## src/hw/i3c_ccc_pkg.sv

```systemverilog
// Shared CCC codes, field kinds, limit type and queue-size positions for the CCC path
package i3c_ccc_pkg;

  // Supported command codes
  typedef enum logic [7:0] {
    SETMWL_B = 8'h09,
    SETMRL_B = 8'h0A,
    RSTACT_B = 8'h2A,
    SETMWL_D = 8'h89,
    SETMRL_D = 8'h8A,
    GETMWL   = 8'h8B,
    GETMRL   = 8'h8C
  } ccc_code_e;

  // Set for direct codes, clear for broadcast
  localparam int unsigned CCC_DIRECT_BIT = 7;

  // Role of a byte within a frame
  typedef enum logic [1:0] {
    FIELD_CODE     = 2'd0,
    FIELD_DEFINING = 2'd1,
    FIELD_DATA     = 2'd2
  } field_kind_e;

  // Buffer size bytes in queue_size_reg_i, counted in words
  localparam int unsigned QSZ_TX_MSB = 31;
  localparam int unsigned QSZ_RX_MSB = 23;

  // Write and read length limits, in bytes
  typedef logic [15:0] len_t;

  // Longest response held by the responder
  localparam int unsigned RESP_MAX_BYTES = 2;

  // Only RSTACT carries a defining byte in this command set
  function automatic logic ccc_has_defining_byte(logic [7:0] code);
    return code == RSTACT_B;
  endfunction

endpackage

```

## src/hw/ccc_field_if.sv

```systemverilog
// Classified frame fields passed from the framer to the decoder, one per strobe
`timescale 1ns/1ps

interface ccc_field_if
  import i3c_ccc_pkg::*;
();

  // One-cycle strobe, no back-pressure
  logic        field_valid;
  field_kind_e kind;
  logic [7:0]  data;
  // Data bytes seen before this one in the frame, saturating
  logic [1:0]  data_index;
  logic        frame_open;
  // Delayed copy of the frame start pulse
  logic        flush;

  modport framer (
    output field_valid,
    output kind,
    output data,
    output data_index,
    output frame_open,
    output flush
  );

  modport decoder (
    input field_valid,
    input kind,
    input data,
    input data_index,
    input frame_open,
    input flush
  );

endinterface

```

## src/hw/ccc_resp_if.sv

```systemverilog
// Response load and flush from the decoder to the responder
`timescale 1ns/1ps

interface ccc_resp_if;

  logic        load;
  // Most significant byte goes out first
  logic [15:0] bytes;
  // Number of valid bytes, 0 to 2
  logic [1:0]  length;
  logic        flush;

  modport decoder (
    output load,
    output bytes,
    output length,
    output flush
  );

  modport responder (
    input load,
    input bytes,
    input length,
    input flush
  );

endinterface

```

## src/hw/ccc_framer.sv

```systemverilog
// First CCC stage, tags each received byte as code, defining byte or data
`timescale 1ns/1ps

module ccc_framer
  import i3c_ccc_pkg::*;
(
  input  logic       clk_i,
  input  logic       rst_ni,
  input  logic [7:0] rx_byte_i,
  input  logic       rx_valid_i,
  input  logic       frame_start_i,
  input  logic       frame_stop_i,
  ccc_field_if.framer field_o
);

  logic        open_q;
  logic [1:0]  pos_q;
  logic [7:0]  code_q;
  logic [1:0]  data_cnt_q;
  logic        accept;
  field_kind_e kind_d;

  logic        field_valid_q;
  field_kind_e kind_q;
  logic [7:0]  data_q;
  logic [1:0]  data_index_q;
  logic        flush_q;

  // A byte on the start cycle belongs to no frame
  assign accept = rx_valid_i && open_q && !frame_start_i;

  // Position in the frame decides the field kind
  always_comb begin
    if (pos_q == 2'd0) begin
      kind_d = FIELD_CODE;
    end else if (pos_q == 2'd1 && ccc_has_defining_byte(code_q)) begin
      kind_d = FIELD_DEFINING;
    end else begin
      kind_d = FIELD_DATA;
    end
  end

  // Frame state
  always_ff @(posedge clk_i or negedge rst_ni) begin
    if (!rst_ni) begin
      open_q     <= 1'b0;
      pos_q      <= 2'd0;
      code_q     <= 8'h00;
      data_cnt_q <= 2'd0;
    end else if (frame_start_i) begin
      open_q     <= 1'b1;
      pos_q      <= 2'd0;
      data_cnt_q <= 2'd0;
    end else begin
      if (frame_stop_i) begin
        open_q <= 1'b0;
      end
      if (accept) begin
        if (pos_q != 2'd2) begin
          pos_q <= pos_q + 2'd1;
        end
        if (kind_d == FIELD_CODE) begin
          code_q <= rx_byte_i;
        end
        // Saturates so long frames do not wrap
        if (kind_d == FIELD_DATA && data_cnt_q != 2'd3) begin
          data_cnt_q <= data_cnt_q + 2'd1;
        end
      end
    end
  end

  // Strobes
  always_ff @(posedge clk_i or negedge rst_ni) begin
    if (!rst_ni) begin
      field_valid_q <= 1'b0;
      flush_q       <= 1'b0;
    end else begin
      field_valid_q <= accept;
      flush_q       <= frame_start_i;
    end
  end

  // Field payload
  always_ff @(posedge clk_i) begin
    if (accept) begin
      kind_q       <= kind_d;
      data_q       <= rx_byte_i;
      data_index_q <= data_cnt_q;
    end
  end

  assign field_o.field_valid = field_valid_q;
  assign field_o.kind        = kind_q;
  assign field_o.data        = data_q;
  assign field_o.data_index  = data_index_q;
  assign field_o.frame_open  = open_q;
  assign field_o.flush       = flush_q;

endmodule

```

## src/hw/ccc_decoder.sv

```systemverilog
// Second CCC stage, latches fields, keeps the negotiated limits and builds GET responses
`timescale 1ns/1ps

module ccc_decoder
  import i3c_ccc_pkg::*;
(
  input  logic        clk_i,
  input  logic        rst_ni,
  ccc_field_if.decoder field_i,
  input  logic [31:0] queue_size_reg_i,
  ccc_resp_if.decoder resp_o,
  output len_t        max_write_len_o,
  output len_t        max_read_len_o,
  output logic [7:0]  rst_action_o
);

  ccc_code_e  code_q;
  logic       active_q;
  logic [7:0] data_hi_q;
  logic [7:0] rst_action_q;

  logic       mwl_set_q;
  logic       mrl_set_q;
  len_t       mwl_q;
  len_t       mrl_q;

  logic       load_q;
  len_t       resp_bytes_q;
  logic       flush_q;

  logic [7:0] tx_size;
  logic [7:0] rx_size;
  len_t       default_mwl;
  len_t       default_mrl;

  logic       code_fire;
  logic       def_fire;
  logic       data_fire;
  logic       is_setmwl;
  logic       is_setmrl;
  logic       get_hit;
  len_t       get_len;

  // Sizes count words, limits count bytes
  assign tx_size     = queue_size_reg_i[QSZ_TX_MSB -: 8];
  assign rx_size     = queue_size_reg_i[QSZ_RX_MSB -: 8];
  assign default_mwl = {6'd0, rx_size, 2'b00};
  assign default_mrl = {6'd0, tx_size, 2'b00};

  assign code_fire = field_i.field_valid && field_i.kind == FIELD_CODE;
  assign def_fire  = field_i.field_valid && field_i.kind == FIELD_DEFINING && active_q;
  assign data_fire = field_i.field_valid && field_i.kind == FIELD_DATA && active_q;

  // Broadcast and direct forms update the same limit
  assign is_setmwl = code_q == SETMWL_B || code_q == SETMWL_D;
  assign is_setmrl = code_q == SETMRL_B || code_q == SETMRL_D;

  // GETs are direct only, so broadcast codes never answer
  always_comb begin
    get_hit = 1'b0;
    get_len = max_write_len_o;
    if (code_fire && field_i.data[CCC_DIRECT_BIT]) begin
      if (field_i.data == GETMWL) begin
        get_hit = 1'b1;
        get_len = max_write_len_o;
      end else if (field_i.data == GETMRL) begin
        get_hit = 1'b1;
        get_len = max_read_len_o;
      end
    end
  end

  // Command latch, dropped when the frame closes or restarts
  always_ff @(posedge clk_i or negedge rst_ni) begin
    if (!rst_ni) begin
      code_q   <= ccc_code_e'(8'h00);
      active_q <= 1'b0;
    end else if (code_fire) begin
      code_q   <= ccc_code_e'(field_i.data);
      active_q <= 1'b1;
    end else if (field_i.flush || (!field_i.frame_open && !field_i.field_valid)) begin
      active_q <= 1'b0;
    end
  end

  // High data byte waits for the low one
  always_ff @(posedge clk_i) begin
    if (data_fire && field_i.data_index == 2'd0) begin
      data_hi_q <= field_i.data;
    end
  end

  // Limit and reset-action registers
  always_ff @(posedge clk_i or negedge rst_ni) begin
    if (!rst_ni) begin
      mwl_set_q    <= 1'b0;
      mrl_set_q    <= 1'b0;
      mwl_q        <= '0;
      mrl_q        <= '0;
      rst_action_q <= 8'h00;
    end else begin
      if (data_fire && field_i.data_index == 2'd1) begin
        if (is_setmwl) begin
          mwl_set_q <= 1'b1;
          mwl_q     <= {data_hi_q, field_i.data};
        end
        if (is_setmrl) begin
          mrl_set_q <= 1'b1;
          mrl_q     <= {data_hi_q, field_i.data};
        end
      end
      if (def_fire && code_q == RSTACT_B) begin
        rst_action_q <= field_i.data;
      end
    end
  end

  // Response strobes
  always_ff @(posedge clk_i or negedge rst_ni) begin
    if (!rst_ni) begin
      load_q  <= 1'b0;
      flush_q <= 1'b0;
    end else begin
      load_q  <= get_hit;
      flush_q <= field_i.flush;
    end
  end

  always_ff @(posedge clk_i) begin
    if (get_hit) begin
      resp_bytes_q <= get_len;
    end
  end

  // Queue size default holds until a SET arrives
  assign max_write_len_o = mwl_set_q ? mwl_q : default_mwl;
  assign max_read_len_o  = mrl_set_q ? mrl_q : default_mrl;
  assign rst_action_o    = rst_action_q;

  assign resp_o.load   = load_q;
  assign resp_o.bytes  = resp_bytes_q;
  assign resp_o.length = 2'(RESP_MAX_BYTES);
  assign resp_o.flush  = flush_q;

endmodule

```

## src/hw/ccc_responder.sv

```systemverilog
// Third CCC stage, holds a response and hands out one byte per read request
`timescale 1ns/1ps

module ccc_responder
  import i3c_ccc_pkg::*;
(
  input  logic       clk_i,
  input  logic       rst_ni,
  ccc_resp_if.responder resp_i,
  input  logic       tx_req_i,
  output logic [7:0] tx_byte_o,
  output logic       tx_valid_o
);

  // Head byte sits in the top slot
  logic [RESP_MAX_BYTES-1:0][7:0] shreg_q;
  logic [1:0]                     cnt_q;
  logic                           advance;

  // Requests with nothing left are ignored
  assign advance = tx_req_i && cnt_q != 2'd0;

  // Remaining byte count
  always_ff @(posedge clk_i or negedge rst_ni) begin
    if (!rst_ni) begin
      cnt_q <= 2'd0;
    end else if (resp_i.load) begin
      // Newest response wins over a pending flush
      cnt_q <= resp_i.length;
    end else if (resp_i.flush) begin
      cnt_q <= 2'd0;
    end else if (advance) begin
      cnt_q <= cnt_q - 2'd1;
    end
  end

  // Response bytes
  always_ff @(posedge clk_i) begin
    if (resp_i.load) begin
      shreg_q <= resp_i.bytes;
    end else if (advance) begin
      shreg_q <= {shreg_q[RESP_MAX_BYTES-2:0], 8'h00};
    end
  end

  assign tx_byte_o  = shreg_q[RESP_MAX_BYTES-1];
  assign tx_valid_o = cnt_q != 2'd0;

endmodule

```

## src/hw/i3c_ccc_top.sv

```systemverilog
// Top level of the I3C target CCC path, chains framer, decoder and responder
`timescale 1ns/1ps

module i3c_ccc_top
  import i3c_ccc_pkg::*;
(
  input  logic        clk_i,
  input  logic        rst_ni,
  // Byte stream from the bus receiver
  input  logic [7:0]  rx_byte_i,
  input  logic        rx_valid_i,
  input  logic        frame_start_i,
  input  logic        frame_stop_i,
  // Buffer sizes for the default limits
  input  logic [31:0] queue_size_reg_i,
  // Read data toward the controller
  input  logic        tx_req_i,
  output logic [7:0]  tx_byte_o,
  output logic        tx_valid_o,
  // Negotiated state
  output len_t        max_write_len_o,
  output len_t        max_read_len_o,
  output logic [7:0]  rst_action_o
);

  ccc_field_if field_if ();
  ccc_resp_if  resp_if ();

  ccc_framer i_framer (
    .clk_i         (clk_i),
    .rst_ni        (rst_ni),
    .rx_byte_i     (rx_byte_i),
    .rx_valid_i    (rx_valid_i),
    .frame_start_i (frame_start_i),
    .frame_stop_i  (frame_stop_i),
    .field_o       (field_if.framer)
  );

  ccc_decoder i_decoder (
    .clk_i            (clk_i),
    .rst_ni           (rst_ni),
    .field_i          (field_if.decoder),
    .queue_size_reg_i (queue_size_reg_i),
    .resp_o           (resp_if.decoder),
    .max_write_len_o  (max_write_len_o),
    .max_read_len_o   (max_read_len_o),
    .rst_action_o     (rst_action_o)
  );

  ccc_responder i_responder (
    .clk_i      (clk_i),
    .rst_ni     (rst_ni),
    .resp_i     (resp_if.responder),
    .tx_req_i   (tx_req_i),
    .tx_byte_o  (tx_byte_o),
    .tx_valid_o (tx_valid_o)
  );

endmodule

```

## config.mk

```make
export PLATFORM = sky130hd
export DESIGN_NAME = i3c_ccc_top
export DESIGN_NICKNAME = d
export VERILOG_FILES = /design/src/hw/i3c_ccc_pkg.sv /design/src/hw/ccc_field_if.sv /design/src/hw/ccc_resp_if.sv /design/src/hw/ccc_framer.sv /design/src/hw/ccc_decoder.sv /design/src/hw/ccc_responder.sv /design/src/hw/i3c_ccc_top.sv
export SDC_FILE = /design/constraint.sdc
export NUM_CORES = 1
export LEC_CHECK = 0
export ABC_AREA = 1
export BUFFER_PORTS_ARGS = -buffer_cell sky130_fd_sc_hd__clkbuf_2
export CORE_MARGIN = 4
export CORE_UTILIZATION = 50
export CTS_BUF_LIST = sky130_fd_sc_hd__clkbuf_8
export DETAILED_ROUTE_END_ITERATION = 6
export PLACE_DENSITY = 0.78
export SYNTH_ARGS = -nofsm -noshare
export SYNTH_HDL_FRONTEND = slang
export SYNTH_SLANG_ARGS = --single-unit
export TNS_END_PERCENT = 30
```

## constraint.sdc

```tcl
create_clock -name clk_i -period 6.4 [get_ports clk_i]
set_input_delay 0.64 -clock clk_i [delete_from_list [all_inputs] [get_ports clk_i]]
set_output_delay 0.64 -clock clk_i [all_outputs]
set_load 0.005 [all_outputs]
```

Yosys cells after proc, flatten, opt, wreduce, memory -nomap -nowiden
Cells that the tools add are included.
{ "word_totals": {"output_inout_bits": 49, "reg_bits": 122, "wordCells": 105, "in_bits": 46} }
{ "classes": {"n_reduce_logical": 38, "n_eq_ne": 15, "n_bitwise": 1, "n_mux": 25, "addsub": 3} }
{ "op_table": {"columns": ["operator", "n"], "rows": [
  ["2-to-1 mux 16 bit", 7],
  ["equality test 8 bit, second input constant", 4],
  ["2-to-1 mux 2 bit", 11],
  ["equality test 8 x 4 -> 1 bit, second input constant", 2],
  ["equality test 8 x 6 -> 1 bit, second input constant", 2],
  ["logical AND 1 bit", 15],
  ["nonzero test 2 bit", 7],
  ["logical NOT 2 bit", 4],
  ["AND reduction 2 bit", 4],
  ["2-to-1 mux 1 bit", 7],
  ["equality test 2 x 1 -> 1 bit, second input constant", 3],
  ["adder 2 x 1 -> 2 bit, second input constant", 2],
  ["equality test 2 bit, second input constant", 2],
  ["!= test 2 bit, second input constant", 2],
  ["logical NOT 1 bit", 3],
  ["logical OR 1 bit", 3],
  ["AND reduction 3 bit", 1],
  ["nonzero test 3 bit", 1],
  ["subtractor 2 x 1 -> 2 bit, second input constant", 1],
  ["NOT 1 bit", 1]
]} }

Logic depth before layout (Yosys ltp)
{ "logic_depth": {"word_depth": 9, "mapped_depth": 9, "mapped_depth_nobuf": 9} }

By module
From an unflattened synthesis, not the netlist that was laid out.
{ "hier_totals": {"hier_cells": 601, "hier_area_um2": 5502.8} }
{ "by_module_without_submodules": {"columns": ["mod", "seq_area_each_um2", "cells_per_inst", "n_inst", "area_per_inst_um2"], "rows": [
  ["ccc_decoder", 2047.0, 428, 1, 3588.4],
  ["ccc_framer", 735.7, 83, 1, 1058.5],
  ["ccc_responder", 530.5, 90, 1, 855.8]
]} }

Worst setup path after synthesis
OpenSTA, ideal clock, no wires.
{ "synth_path": {"path_kind": "reg-to-reg", "startpoint": "register i_framer.kind_q[1], in the netlist i_framer.field_o.kind[1]", "endpoint": "register i_decoder.resp_bytes_q[0], in the netlist i_decoder.resp_o.bytes[0] (enable)", "required_ns": 5.984, "t_arrival_ns": 2.100, "setup_ns": 0.416, "period_less_slack_ns": 2.516, "setup_slack_ns": 3.884, "path_buffers": 0, "path_stages_with_launch": 6, "cell_sequence": "edfxtp_1 inv_1 nand3_2 nor2_2 inv_1 a211oi_1"} }
{ "synth_via": {"elab_chain_cells": 4} }
{ "synth_lines": {"columns": ["element", "line", "text"], "rows": [
  ["start, declared", "ccc_framer.sv:24", "field_kind_e kind_q;"],
  ["start signal, assigned", "ccc_framer.sv:87", "kind_q <= kind_d;"],
  ["logical NOT 2 bit", "ccc_decoder.sv:50", "assign code_fire = field_i.field_valid && field_i.kind == FIELD_CODE;"],
  ["logical AND 1 bit", "ccc_decoder.sv:50", null],
  ["logical AND 1 bit", "ccc_decoder.sv:62", "if (code_fire && field_i.data[CCC_DIRECT_BIT]) begin"],
  ["2-to-1 mux 1 bit", "ccc_decoder.sv:62", null],
  ["via i_decoder.get_hit", "ccc_decoder.sv:41", "logic get_hit;"],
  ["end signal, assigned", "ccc_decoder.sv:131", "resp_bytes_q <= get_len;"],
  ["end, declared", "ccc_decoder.sv:28", "len_t resp_bytes_q;"]
]} }
The timed path passes the listed nets, and every way through them passes these cells.
A chain may end at the register's enable or synchronous reset.

Final worst setup path
{ "layout_path": {"startpoint": "register i_decoder.mrl_set_q", "endpoint": "output port max_read_len_o[7]"} }
{ "layout_via": {"elab_chain_cells": 1} }
{ "layout_lines": {"columns": ["element", "line", "text"], "rows": [
  ["start, declared", "ccc_decoder.sv:23", "logic mrl_set_q;"],
  ["start signal, assigned", "ccc_decoder.sv:97", "mrl_set_q <= 1'b0;"],
  ["start signal, assigned", "ccc_decoder.sv:108", "mrl_set_q <= 1'b1;"],
  ["2-to-1 mux 16 bit", "ccc_decoder.sv:137", "assign max_read_len_o = mrl_set_q ? mrl_q : default_mrl;"],
  ["end, declared", "i3c_ccc_top.sv:22", "output len_t max_read_len_o,"]
]} }
Every way passes these cells.

==> results by group <==
Power
  – Part of the total power dissipated in the clock network: 40.7%
  – Psw: 0.389 mW
  – Part of the total power dissipated in combinational logic: 7.8%
  – Power Total: 1.73 mW
  – Fraction of power spent switching nets: 22.5%
  – Power density over the cells: 277 nW/µm²
  – Standby leakage power: 3.16 nW
  – Reg power frac: 51.5%
  – Cell internal pwr: 1.34 mW
  – Maximum ir drop on the vdd rail: 0.000151 V

Die
  – Area inside the core boundary: 10500 µm²
  – Starting utilization of the core area: 52.1%
  – Num rows: 37
  – Die Width: 112 µm
  – Die footprint: 12600 µm²
  – Ports placed on the boundary: 95
  – Vertical die dimension: 112 µm

Logic synthesis
  – Number of enable flip-flop cells after synthesis: 52
  – Number of storage elements in the synthesis netlist: 122
  – Number of instances in the synthesized netlist: 530
  – Net Count, Synth: 581
  – Async SR Flop Fraction: 57.4%
  – Proportion of synthesized chip area in sequential cells: 60.8%
  – Post-synthesis area per instance: 10.3 µm²
  – Most frequently used flop master after synthesis: sky130_fd_sc_hd__dfrtp_1
  – Count of different cell masters after synthesis: 34
  – Number of warnings issued by yosys: 0
  – Synth Cell Area: 5450 µm²

Clock tree
  – # Post-CTS Setup Buffers: 0
  – TritonCTS clock tree: done
  – Level count of the clock H-tree: 4
  – Resized Gates After CTS: 0
  – Worst-case clock buffer depth: 2
  – Total clock sinks: 122
  – Clock transition at the registers of the reported paths: 60 ps
  – Hold buffer count at CTS: 0
  – Clock latency at the later pin of the worst-skew pair: 420 ps
  – Clock root buffer: sky130_fd_sc_hd__clkbuf_8
  – Number of buffers created by CTS: 17

Place
  – Count of buffers inserted at the top-level ports: 78
  – Setup slack after placement: 4220 ps
  – HPWL after detailed placement: 7770 µm
  – RePlAce Congestion: 0.828

Finish
  – Number of nets in the layout: 656
  – Synth-to-layout area growth: 14.5%
  – Antenna Cells: 0
  – Layout Utilization: 59.7%
  – Fraction of layout instances using a drive strength above 1: 29.6%
  – # fillers: 891

STA
  – Setup repair after global routing missed its margin: no
  – Transition at the pin with the smallest max-transition slack: 902 ps
  – Final number of max-transition violations: 0
  – Total Neg Setup Slack: 0 ps
  – Min Clock Period, post-route: 2630 ps
  – Peak Freq: 380 MHz
  – Worst slew slack as a fraction of its limit: 39.9%
  – Final Hold Vio Count: 0
  – Final count of negative-setup-slack endpoints: 0
  – Setup ws final: 3770 ps
  – Fin crit share: 41.1%
  – Worst clock skew on the final layout: 8.07 ps

Setup path
  – Register-to-register setup slack: 4320 ps
  – Top cell by count, worst path: sky130_fd_sc_hd__nand2_1
  – Terminus of the critical flop-to-flop path: i_responder.shreg_q[1]
  – Biggest fanout along the worst timing path: 17
  – FF-to-FF path depth: 2
  – Critical R2R Launch: i_decoder.resp_o.load
  – Data arrival time of the worst path: 1990 ps
  – Critical setup path kind: register to output port
  – Cell type of the slowest stage on the worst timing path: sky130_fd_sc_hd__dfrtp_1
  – Worst path cell trace: clkinv_1 -> nand2_1 -> nand2_1 -> clkbuf_2
  – Crit path largest cell delay: 700 ps
  – Required time of the critical path: 5760 ps
  – Startpoint type of the worst setup path: register
  – Worst Setup End Kind: output port

Route
  – Total wire length: 11000 µm
  – Via count of the routed design: 3772
  – Final antenna-violating net count: 0
  – Met2 Routed Length: 5630 µm
  – Detailed-route wire length per cell: 14.6 µm
  – First-iteration detailed-routing DRC count: 339
  – Detail Route met3 WL: 601 µm
  – Max layer used: met4
  – First-pass iteration count of the detailed router: 4
  – Routed via count divided by cell count: 5.00
  – Remaining design rule violation count: 0
  – Metal-1 WL: 4640 µm

GRT
  – Antenna violations before repair: 0
  – Wire length of the first global-routing pass: 18600 µm
  – Overflow left after global routing: 0
  – Vias in the first global route: 3864
  – Maximum number of pins on one net before global-route repair: 71
  – GRT Util Overall: 18.6%

Hold path
  – Worst Min Path Start: frame_start_i
  – Min-Delay Endpoint: i_framer.field_o.flush
  – Instance count along the most critical hold path: 1
  – Min-Delay Path Class: primary input to register

Status
  – Run status: completed

Flow run
  – # Max-Cap Violations: 0
flip-flops by register name (all words and copies together) (netlist names), 2 cells and up:
signal                       flops
i_framer.field_o.kind            2
i_framer.field_o.data            8
i_responder.cnt_q                2
i_decoder.rst_action_o           8
i_decoder.mrl_q                 16
i_decoder.code_q                 8
i_responder.tx_byte_o            8
i_framer.data_cnt_q              2
i_responder.shreg_q              8
i_decoder.mwl_q                 16
i_decoder.data_hi_q              8
i_decoder.resp_o.bytes          16
i_framer.pos_q                   2
i_framer.field_o.data_index      2
i_framer.code_q                  8
power by group through the flow:
stage / registers (mW) / clock network, mW / logic, mW
3_3_place_gp: 0.903 / 0 / 0.127
3_5_place_dp: 0.907 / 0 / 0.136
6_report: 0.892 / 0.704 / 0.135
5_1_grt: 0.896 / 0.761 / 0.156
4_1_cts: 0.892 / 0.719 / 0.137
2_1_floorplan: 0.899 / 0 / 0.0920
cells in the final DEF, fill, tap and decap left out, types with 3 or more instances in the layout:
cell / n
sky130_fd_sc_hd__a21oi_1: 5
sky130_fd_sc_hd__buf_4: 3
sky130_fd_sc_hd__bufinv_16: 4
sky130_fd_sc_hd__clkbuf_2: 77
sky130_fd_sc_hd__clkbuf_8: 18
sky130_fd_sc_hd__clkinv_1: 6
sky130_fd_sc_hd__clkinv_2: 3
sky130_fd_sc_hd__dfrtp_1: 70
sky130_fd_sc_hd__edfxtp_1: 52
sky130_fd_sc_hd__ha_1: 5
sky130_fd_sc_hd__inv_1: 84
sky130_fd_sc_hd__inv_2: 3
sky130_fd_sc_hd__nand2_1: 127
sky130_fd_sc_hd__nand2_2: 28
sky130_fd_sc_hd__nand3_1: 6
sky130_fd_sc_hd__nand3_2: 3
sky130_fd_sc_hd__nand4_1: 4
sky130_fd_sc_hd__nor2_1: 17
sky130_fd_sc_hd__nor2_2: 4
sky130_fd_sc_hd__o21ai_0: 18
sky130_fd_sc_hd__o21ai_1: 26
sky130_fd_sc_hd__o21ai_2: 32
sky130_fd_sc_hd__or2_0: 8
metal layers:
metal / GRT usage, % / vias to the layer above
met5: 0 / -
met3: 4.58 / 15
met2: 31.3 / 111
met4: 8.17 / 0
met1: 22.6 / 1816
li1: - / 1830
critical path: cells and delay by family (launching register included):
| kind | cells | cell delay, ps |
|---|---|---|
| buffers and inverters | 2 | 580 |
| and+or+nand+nor | 2 | 300 |
| DFF | 1 | 700 |
worst max path at each step:
| stage | slack, ps | endpoint | cells past startpoint | start |
|---|---|---|---|---|
| after CTS | 3760 | max_write_len_o[5] | 5 | i_decoder.mwl_set_q |
| after global placement | 4270 | max_write_len_o[5] | 5 | i_decoder.mwl_set_q |
| after floorplan | 3880 | i_decoder.resp_o.bytes[0] | 5 | i_framer.field_o.kind[1] |
| after global routing | 3620 | max_read_len_o[5] | 4 | i_decoder.mrl_set_q |
| after detailed placement | 4220 | i_framer.code_q[5] | 5 | rx_valid_i |
| final | 3770 | max_read_len_o[7] | 4 | i_decoder.mrl_set_q |
synthesized netlist by cell type (3+ instances only):
library cell	n	share of area [%]
sky130_fd_sc_hd__nor2_1	17	1.2
sky130_fd_sc_hd__buf_2	5	0.46
sky130_fd_sc_hd__nor2_2	4	0.46
sky130_fd_sc_hd__ha_1	5	1.1
sky130_fd_sc_hd__nand2_1	127	8.7
sky130_fd_sc_hd__o21ai_2	32	5.1
sky130_fd_sc_hd__inv_1	81	5.6
sky130_fd_sc_hd__dfrtp_1	70	32
sky130_fd_sc_hd__inv_2	3	0.21
sky130_fd_sc_hd__or2_0	8	0.92
sky130_fd_sc_hd__nand2_2	28	3.2
sky130_fd_sc_hd__buf_6	10	2.1
sky130_fd_sc_hd__nand4_1	4	0.46
sky130_fd_sc_hd__nand3_2	3	0.55
sky130_fd_sc_hd__o21ai_0	18	1.7
sky130_fd_sc_hd__o21ai_1	26	2.4
sky130_fd_sc_hd__buf_4	8	1.1
sky130_fd_sc_hd__nand3_1	6	0.55
sky130_fd_sc_hd__a21oi_1	5	0.46
sky130_fd_sc_hd__edfxtp_1	52	29
final cells by class:
| class | instances | area, µm² | share of cell area (%) |
|---|---|---|---|
| clock buffer | 18 | 248 | 3.97 |
| clock inverter | 14 | 161 | 2.59 |
| inverter | 86 | 323 | 5.17 |
| multi-input combinational | 297 | 1620 | 25.9 |
| sequential | 122 | 3310 | 53.1 |
| tap | 136 | 170 | 2.73 |
| timing repair buffer | 81 | 413 | 6.61 |
stage by stage:
| step | instances | hold slack (ps) | cell area [µm²] |
|---|---|---|---|
| after floorplan | 530 | 344 | 5450 |
| after global placement | 722 | 404 | 5830 |
| after detailed placement | 722 | 423 | 5830 |
| after CTS | 754 | 365 | 6240 |
| after global routing | 754 | 370 | 6240 |
| final | 754 | 395 | 6240 |
logic make-up (layout without fill, tap and decap cells):
kind of cell | after synthesis | count (layout) | share of synthesized area [%]
buffers and inverters | 111 | 199 | 9.69
muxes | 4 | 4 | 0.895
AOI/OAI and AO/OA | 85 | 85 | 10.2
adders and majority gates | 5 | 5 | 1.15
DFF | 122 | 122 | 60.8
and+or+nand+nor | 203 | 203 | 17.3
Note: power is estimated with default switching activity, not from simulation.
